==> config.mk <==
export PLATFORM = sky130hd
export DESIGN_NAME = mem_ctrl
export DESIGN_NICKNAME = d
export VERILOG_FILES = /design/src/design/mem_pkg.sv /design/src/design/byte_bus_engine.sv /design/src/design/icache.sv /design/src/design/mem_arbiter.sv /design/src/design/mem_ctrl.sv
export VERILOG_INCLUDE_DIRS = /design/src /design/src/include
export SDC_FILE = /design/constraint.sdc
export NUM_CORES = 2
export LEC_CHECK = 0
export BUFFER_PORTS_ARGS = -buffer_cell sky130_fd_sc_hd__buf_4
export CAP_MARGIN = 20
export CORE_UTILIZATION = 47
export CTS_CLUSTER_DIAMETER = 120
export DETAILED_ROUTE_END_ITERATION = 10
export GPL_ROUTABILITY_DRIVEN = 0
export PLACE_DENSITY = 0.73
export REMOVE_ABC_BUFFERS = 1
export SLEW_MARGIN = 10
export SYNTH_ARGS = -nofsm -noshare
export SYNTH_HDL_FRONTEND = slang
export SYNTH_HIERARCHICAL = 1
export SYNTH_SLANG_ARGS = --single-unit
==> constraint.sdc <==
create_clock -name clk -period 21.4 [get_ports clk]
set_clock_uncertainty 0.1 [all_clocks]
set_input_delay 4.28 -clock clk [delete_from_list [all_inputs] [get_ports clk]]
set_output_delay 4.28 -clock clk [all_outputs]
set_load 0.01 [all_outputs]
==> src/include/mem_macros.svh <==
`ifndef MEM_MACROS_SVH
`define MEM_MACROS_SVH

// byte address bits decoded by the ram (128 KiB)
`define MEM_ADDR_BITS 17

// instruction cache geometry, one word per entry
`define ICACHE_IDX_BITS 6
`define ICACHE_ENTRIES (1 << `ICACHE_IDX_BITS)

// tag sits above the index and the byte offset
`define ICACHE_TAG_BITS (`MEM_ADDR_BITS - `ICACHE_IDX_BITS - 2)

// data path width
`define WORD_BITS 32

`endif

==> src/design/mem_pkg.sv <==
`include "mem_macros.svh"

package mem_pkg;

  typedef logic [31:0] addr_t;
  typedef logic [`WORD_BITS-1:0] word_t;
  typedef logic [`ICACHE_TAG_BITS-1:0] tag_t;

  // value is the offset of the last byte of the access
  typedef enum logic [1:0] {
    SZ_BYTE = 2'd0,
    SZ_HALF = 2'd1,
    SZ_WORD = 2'd3
  } size_e;

  typedef struct packed {
    addr_t addr;
    word_t wdata;
    logic  write;
    size_e size;
  } mem_req_t;

  typedef struct packed {
    logic  valid;
    tag_t  tag;
    word_t data;
  } icache_entry_t;

  // current owner of the byte bus
  typedef enum logic [1:0] {
    GNT_NONE,
    GNT_DATA,
    GNT_FETCH
  } grant_e;

endpackage

==> src/design/byte_bus_engine.sv <==
`timescale 1ns/100ps
`include "mem_macros.svh"

module byte_bus_engine (
  input  logic                      clk,
  input  logic                      rst,
  input  logic                      start_i,
  input  mem_pkg::mem_req_t         cmd_i,
  output logic                      busy_o,
  output logic                      done_o,
  output mem_pkg::word_t            rdata_o,
  output logic [`MEM_ADDR_BITS-1:0] ram_addr_o,
  output logic                      ram_we_o,
  output logic [7:0]                ram_dout_o,
  input  logic [7:0]                ram_din_i
);

  import mem_pkg::*;

  // control
  logic       busy_q;
  logic       done_q;
  logic       wr_q;
  size_e      es_q;
  logic [1:0] cu_q;
  logic       issue_q;
  logic       rd_vld_q;
  logic       ram_we_q;

  // payload
  logic [1:0]                rd_off_q;
  word_t                     wdata_q;
  word_t                     asm_q;
  logic [`MEM_ADDR_BITS-1:0] ram_addr_q;
  logic [7:0]                ram_dout_q;

  logic       accept;
  logic       advance;
  logic [1:0] cu_next;

  assign accept  = start_i && !busy_q;
  assign cu_next = cu_q + 2'd1;

  // move to the next byte until the last offset is on the bus
  assign advance = busy_q && (cu_q != es_q) && (wr_q || issue_q);

  assign busy_o     = busy_q;
  assign done_o     = done_q;
  assign rdata_o    = asm_q;
  assign ram_addr_o = ram_addr_q;
  assign ram_we_o   = ram_we_q;
  assign ram_dout_o = ram_dout_q;

  // --------------------------------------------------
  // sequencing
  // --------------------------------------------------
  always_ff @(posedge clk) begin
    if (rst) begin
      busy_q   <= 1'b0;
      done_q   <= 1'b0;
      wr_q     <= 1'b0;
      es_q     <= SZ_BYTE;
      cu_q     <= 2'd0;
      issue_q  <= 1'b0;
      rd_vld_q <= 1'b0;
      ram_we_q <= 1'b0;
    end else begin
      done_q <= 1'b0;
      if (accept) begin
        busy_q   <= 1'b1;
        wr_q     <= cmd_i.write;
        es_q     <= cmd_i.size;
        cu_q     <= 2'd0;
        issue_q  <= !cmd_i.write;
        rd_vld_q <= 1'b0;
        ram_we_q <= cmd_i.write;
      end else if (busy_q && wr_q) begin
        // write: last byte goes out this cycle, finish at the edge
        if (cu_q == es_q) begin
          ram_we_q <= 1'b0;
          busy_q   <= 1'b0;
          done_q   <= 1'b1;
        end else begin
          cu_q <= cu_next;
        end
      end else if (busy_q) begin
        // read: the byte for the address shown now arrives next cycle
        rd_vld_q <= issue_q;
        if (advance) begin
          cu_q <= cu_next;
        end else if (issue_q) begin
          issue_q <= 1'b0;
        end
        if (rd_vld_q && (rd_off_q == es_q)) begin
          busy_q <= 1'b0;
          done_q <= 1'b1;
        end
      end
    end
  end

  // --------------------------------------------------
  // address, write byte and read assembly
  // --------------------------------------------------
  always_ff @(posedge clk) begin
    if (accept) begin
      ram_addr_q <= cmd_i.addr[`MEM_ADDR_BITS-1:0];
      ram_dout_q <= cmd_i.wdata[7:0];
      wdata_q    <= cmd_i.wdata;
      // unread upper bytes stay zero
      asm_q      <= '0;
    end else if (busy_q) begin
      if (advance) begin
        ram_addr_q <= ram_addr_q + 1'b1;
        ram_dout_q <= wdata_q[{cu_next, 3'b000} +: 8];
      end
      rd_off_q <= cu_q;
      if (rd_vld_q) begin
        asm_q[{rd_off_q, 3'b000} +: 8] <= ram_din_i;
      end
    end
  end

endmodule

==> src/design/icache.sv <==
`timescale 1ns/100ps
`include "mem_macros.svh"

module icache (
  input  logic           clk,
  input  logic           rst,
  input  mem_pkg::addr_t lookup_addr_i,
  output logic           hit_o,
  output mem_pkg::word_t hit_data_o,
  input  logic           fill_i,
  input  mem_pkg::addr_t fill_addr_i,
  input  mem_pkg::word_t fill_data_i,
  input  logic           inval_i,
  input  mem_pkg::addr_t inval_addr_i
);

  import mem_pkg::*;

  localparam int IDX_LO = 2;
  localparam int IDX_HI = `ICACHE_IDX_BITS + 1;
  localparam int TAG_LO = `ICACHE_IDX_BITS + 2;
  localparam int TAG_HI = `MEM_ADDR_BITS - 1;

  icache_entry_t entries [`ICACHE_ENTRIES];

  logic [`ICACHE_IDX_BITS-1:0] look_idx;
  logic [`ICACHE_IDX_BITS-1:0] fill_idx;
  logic [`ICACHE_IDX_BITS-1:0] inval_idx;
  tag_t                        look_tag;
  tag_t                        fill_tag;
  tag_t                        inval_tag;
  icache_entry_t               look_entry;
  logic                        inval_match;

  assign look_idx  = lookup_addr_i[IDX_HI:IDX_LO];
  assign look_tag  = lookup_addr_i[TAG_HI:TAG_LO];
  assign fill_idx  = fill_addr_i[IDX_HI:IDX_LO];
  assign fill_tag  = fill_addr_i[TAG_HI:TAG_LO];
  assign inval_idx = inval_addr_i[IDX_HI:IDX_LO];
  assign inval_tag = inval_addr_i[TAG_HI:TAG_LO];

  // --------------------------------------------------
  // lookup, purely combinational
  // --------------------------------------------------
  assign look_entry = entries[look_idx];
  assign hit_o      = look_entry.valid && (look_entry.tag == look_tag);
  assign hit_data_o = look_entry.data;

  // a fill landing in the same slot this cycle is what the write would hit
  always_comb begin
    if (fill_i && (fill_idx == inval_idx)) begin
      inval_match = (fill_tag == inval_tag);
    end else begin
      inval_match = (entries[inval_idx].tag == inval_tag);
    end
  end

  // --------------------------------------------------
  // fill and invalidate
  // --------------------------------------------------
  always_ff @(posedge clk) begin
    if (rst) begin
      for (int i = 0; i < `ICACHE_ENTRIES; i++) begin
        entries[i].valid <= 1'b0;
      end
    end else begin
      if (fill_i) begin
        entries[fill_idx] <= '{valid: 1'b1, tag: fill_tag, data: fill_data_i};
      end
      // applied after the fill so a write always kills the stale word
      if (inval_i && inval_match) begin
        entries[inval_idx].valid <= 1'b0;
      end
    end
  end

endmodule

==> src/design/mem_arbiter.sv <==
`timescale 1ns/100ps

module mem_arbiter (
  input  logic              clk,
  input  logic              rst,
  input  logic              data_req_i,
  input  mem_pkg::mem_req_t data_cmd_i,
  input  logic              fetch_req_i,
  input  mem_pkg::addr_t    fetch_addr_i,
  input  logic              fetch_hit_i,
  output logic              bus_start_o,
  output mem_pkg::mem_req_t bus_cmd_o,
  input  logic              bus_busy_i,
  input  logic              bus_done_i,
  input  mem_pkg::word_t    bus_rdata_i,
  output logic              data_done_o,
  output mem_pkg::word_t    data_rdata_o,
  output logic              fetch_miss_done_o,
  output logic              fill_o,
  output logic              inval_o,
  output mem_pkg::addr_t    inval_addr_o
);

  import mem_pkg::*;

  grant_e   grant_q;
  logic     fetch_seen_q;
  logic     data_ign;
  logic     fetch_ign;
  logic     data_pend;
  logic     fetch_pend;
  mem_req_t fetch_cmd;

  // completions go to whoever holds the bus
  assign data_done_o       = bus_done_i && (grant_q == GNT_DATA);
  assign fetch_miss_done_o = bus_done_i && (grant_q == GNT_FETCH);
  assign data_rdata_o      = bus_rdata_i;

  // requester still shows the finished payload during its done cycle
  assign data_ign  = data_done_o;
  assign fetch_ign = fetch_miss_done_o;

  assign data_pend  = data_req_i && !data_ign;
  assign fetch_pend = fetch_seen_q && fetch_req_i && !fetch_hit_i && !fetch_ign;

  // misses always read a whole aligned word
  assign fetch_cmd = '{addr: {fetch_addr_i[31:2], 2'b00}, wdata: '0, write: 1'b0, size: SZ_WORD};

  // data wins whenever both are waiting
  assign bus_start_o = !bus_busy_i && (data_pend || fetch_pend);
  assign bus_cmd_o   = data_pend ? data_cmd_i : fetch_cmd;

  assign fill_o       = fetch_miss_done_o;
  assign inval_o      = bus_start_o && data_pend && data_cmd_i.write;
  assign inval_addr_o = data_cmd_i.addr;

  always_ff @(posedge clk) begin
    if (rst) begin
      grant_q      <= GNT_NONE;
      fetch_seen_q <= 1'b0;
    end else begin
      // a miss is qualified one cycle before it may take the bus
      fetch_seen_q <= fetch_req_i && !fetch_hit_i && !fetch_ign;
      if (bus_start_o) begin
        grant_q <= data_pend ? GNT_DATA : GNT_FETCH;
      end else if (bus_done_i) begin
        grant_q <= GNT_NONE;
      end
    end
  end

endmodule

==> src/design/mem_ctrl.sv <==
`timescale 1ns/100ps
`include "mem_macros.svh"

module mem_ctrl (
  input  logic                      clk,
  input  logic                      rst,
  input  logic                      data_req_i,
  input  mem_pkg::mem_req_t         data_cmd_i,
  output logic                      data_done_o,
  output mem_pkg::word_t            data_rdata_o,
  input  logic                      fetch_req_i,
  input  mem_pkg::addr_t            fetch_addr_i,
  output logic                      fetch_done_o,
  output mem_pkg::word_t            fetch_data_o,
  output logic [`MEM_ADDR_BITS-1:0] ram_addr_o,
  output logic                      ram_we_o,
  output logic [7:0]                ram_dout_o,
  input  logic [7:0]                ram_din_i
);

  import mem_pkg::*;

  logic     fetch_hit;
  word_t    fetch_hit_data;
  logic     hit_done_q;
  word_t    hit_word_q;
  logic     miss_done;
  logic     fill;
  logic     inval;
  addr_t    inval_addr;
  logic     bus_start;
  mem_req_t bus_cmd;
  logic     bus_busy;
  logic     bus_done;
  word_t    bus_rdata;

  icache u_icache (
    .clk          (clk),
    .rst          (rst),
    .lookup_addr_i(fetch_addr_i),
    .hit_o        (fetch_hit),
    .hit_data_o   (fetch_hit_data),
    .fill_i       (fill),
    .fill_addr_i  (fetch_addr_i),
    .fill_data_i  (bus_rdata),
    .inval_i      (inval),
    .inval_addr_i (inval_addr)
  );

  mem_arbiter u_arbiter (
    .clk              (clk),
    .rst              (rst),
    .data_req_i       (data_req_i),
    .data_cmd_i       (data_cmd_i),
    .fetch_req_i      (fetch_req_i),
    .fetch_addr_i     (fetch_addr_i),
    .fetch_hit_i      (fetch_hit),
    .bus_start_o      (bus_start),
    .bus_cmd_o        (bus_cmd),
    .bus_busy_i       (bus_busy),
    .bus_done_i       (bus_done),
    .bus_rdata_i      (bus_rdata),
    .data_done_o      (data_done_o),
    .data_rdata_o     (data_rdata_o),
    .fetch_miss_done_o(miss_done),
    .fill_o           (fill),
    .inval_o          (inval),
    .inval_addr_o     (inval_addr)
  );

  byte_bus_engine u_engine (
    .clk       (clk),
    .rst       (rst),
    .start_i   (bus_start),
    .cmd_i     (bus_cmd),
    .busy_o    (bus_busy),
    .done_o    (bus_done),
    .rdata_o   (bus_rdata),
    .ram_addr_o(ram_addr_o),
    .ram_we_o  (ram_we_o),
    .ram_dout_o(ram_dout_o),
    .ram_din_i (ram_din_i)
  );

  // hits finish one edge after the lookup, off the bus
  always_ff @(posedge clk) begin
    if (rst) begin
      hit_done_q <= 1'b0;
    end else begin
      hit_done_q <= fetch_req_i && fetch_hit && !fetch_done_o;
    end
  end

  always_ff @(posedge clk) begin
    hit_word_q <= fetch_hit_data;
  end

  assign fetch_done_o = hit_done_q || miss_done;
  assign fetch_data_o = hit_done_q ? hit_word_q : bus_rdata;

endmodule

==> summary.md <==
| Metric | Value |
|---|---|
| Netlist Area Pre-Place | `114000 µm²` |
| Worst-Margin Slew | `1.30 ns` |
| Fin. Hold Viols | `0` |
| Total Power | `around 11 mW` |
| Final Setup Violations | `0` |
| Fraction of layout cells with a size suffix above 1 | `~34%` |
| Setup Crit Path Kind | `in -> reg` |
| Initial DRC Count | `approximately 10000` |
| CTS buffer count | `just under 300` |
| Number of vias in the routed layout | `61300` |
| Initial antenna violation count | `17` |
| First-pass GRT wire length | `approximately 470000 µm` |
| Layout Cell Area excl Fill | `between 100000 and 150000 µm²` |
| Final period util | `50.4%` |
| Power per cell area | `88.9 nW/µm²` |
| DIE AREA | `~250000 µm²` |
| Die Wd | `495 µm` |
| Seq pwr share | `a little over half` |
| CP Cell Sequence | `buf_8 > buf_4 > buf_4 > mux4_2 > mux4_2 > mux4_2 > xnor2_1 > nand4_1 > nor2_1 > or3_2 > a21oi_1 > nand2b_1 > inv_4 > buf_4 > nor2_1 > o21ai_0 > a21oi_1` |
| Met3 Use GR | `7.59%` |
| HP Class | `reg -> reg` |
| Crit-path max FO | `79` |
| Core Rows | `180` |
| Num ports | `approximately 200` |
| RSZ-0062 raised after global routing | `false` |
| Sw frac | `20.6%` |
| Min Tclk post-route | `10.78 ns` |
| Initial Util | `47.4%` |
| Max Slew Vio Count | `0` |
| Multi-input logic area | `between 20000 and 30000 µm²` |
| Reg clk slew, reported paths | `0.06 ns` |
| Worst path required time | `22.08 ns` |
| Max-cap violations | `0` |
| Total track usage | `between 20% and 30%` |
| Worst path slowest cell | `buf_4` |
| FILL cells | `between 15000 and 20000` |
| Relative slew margins | `a little over an eighth` |
| Gr busiest metal | `met2` |
| Internal power | `just over 9 mW` |
| Die Span Y | `about 500 µm` |
| Grt ovf | `0` |
| Largest net degree at the start of global routing | `~140` |
| Syn avg cell area | `between 20 and 25 µm²` |
| DR vias/cell | `6.85` |
| Post-CTS sizing | `0` |
| CTS Root Cell | `clkbuf_16` |
| Post-Route WL | `340000 µm` |
| Comb pwr share | `under 10%` |
| Clock Tree Buf Depth | `4` |
| H-Tree Depth | `5` |
| Port Buffers | `170` |
| Post-DP HPWL | `around 180000 µm` |
| Hold-fix buffer count after cts | `0` |
| DRC | `0` |
| Critical path startpoint category | `input pin` |
| Setup TNS Final | `0 ns` |
| Crit path largest cell delay | `between 0.9 and 1 ns` |
| Clk Latency, worst-skew pair | `~0.97 ns` |
| Routed Antenna Nets | `0` |
| Drt wl/cell | `between 30 and 40 µm` |
| Yosys warning count | `6` |
| Met1 usage | `between 30% and 40%` |
| Met2 GRT Util | `between 40% and 50%` |
| Commonest non-fill, non-tap cell in the layout | `edfxtp_1` |
| CTS tree | `done` |
| DRT Pass-1 Iters | `6` |
| # Post-CTS Setup Buffers | `0` |
| Leakage power | `around 43 nW` |
| Area after DPL | `approximately 120000 µm²` |
| Endpoint class of the critical path | `flop` |
| Clk sinks | `about 2800` |
| Synth Instances | `roughly 5300` |
| Fmax | `between 90 and 100 MHz` |
| Synth-to-Final Area Change | `12.8%` |
| Clk pwr share | `roughly 44%` |
| Maximum vdd ir drop | `around 0.086 mV` |
| Most frequent cells in the layout | `edfxtp_1 (2683), mux4_2 (933), buf_4 (334), clkbuf_16 (301), dfxtp_1 (109)` |
| Final nets | `5672` |
| Register area | `around 83000 µm²` |
| Core ar. | `roughly 240000 µm²` |
| Data arrival, critical path | `roughly 11 ns` |
| Vias in the first global route | `~60000` |
| Status | `finished clean` |
| Switch Pwr | `around 2.4 mW` |
[power by group through the flow]
stage	Combinational (mW)	Clock [mW]	Sequential (mW)
floorplan	0.191	0	6.13
global placement	0.441	0	6.13
detailed placement	0.444	0	6.13
CTS	0.445	5.06	6.01
global route	0.467	5.26	6.01
finish	0.450	5.01	6.01
[per-stage QoR]
step | cells | worst slack [ns] | utilization [%] | hold WS, ns
CTS | 8944 | 10.58 | 53.5 | 0.380
global route | 8949 | 10.14 | 53.5 | 0.409
floorplan | 4903 | 11.64 | - | 0.354
global placement | 8434 | 9.67 | 49.6 | 0.372
detailed placement | 8439 | 9.64 | 49.6 | 0.368
finish | 8952 | 10.62 | 53.5 | 0.373
[worst max-delay path: cells and delay by family]
family,cells,cell delay (ns)
buffers and inverters,5,3.31
muxes,3,1.56
and+or+nand+nor,5,1.26
AOI/OAI and AO/OA,3,0.45
xor gates and xnor gates,1,0.23
[registers in the layout (all words and copies together) (netlist names), 2 cells and up]
signal	flops
hit_word_q	32
u_arbiter/grant_q	2
u_engine/cu_q	2
u_engine/es_q	2
u_engine/ram_addr_o	17
u_engine/ram_dout_o	8
u_engine/rd_off_q	2
u_engine/rdata_o	32
u_engine/wdata_q	32
u_icache/entries	2688
[layout make-up]
class	instances	area share (%)
Inverter	18	0.0543
Antenna cell	4	0.00775
Clock inverter	131	1.04
Clock buffer	374	6.14
Timing Repair Buffer	355	2.25
Sequential cell	2825	64.6
Multi-Input combinational cell	2060	22.8
Tap cell	3185	3.09
[per-layer routing]
metal / vias up / routed length [µm]
met1: 32300 / 117000
met3: 941 / 47700
met2: 5004 / 159000
met4: 12 / 16300
li1: 23100 / -
met5: - / 79
[worst paths after layout]
path / startpoint / cells after the start / endpoint / slack (ns)
setup / recovery: fetch_addr_i[2] / 17 / u_engine/issue_q / 10.62
hold / removal: u_engine/ram_we_o / 2 / u_engine/ram_we_o / 0.37
setup reg to reg: u_icache/entries[58][36] / 15 / u_engine/issue_q / 15.97
hold reg to reg: u_engine/ram_we_o / 2 / u_engine/ram_we_o / 0.37
(Power assumes the default switching activity.)
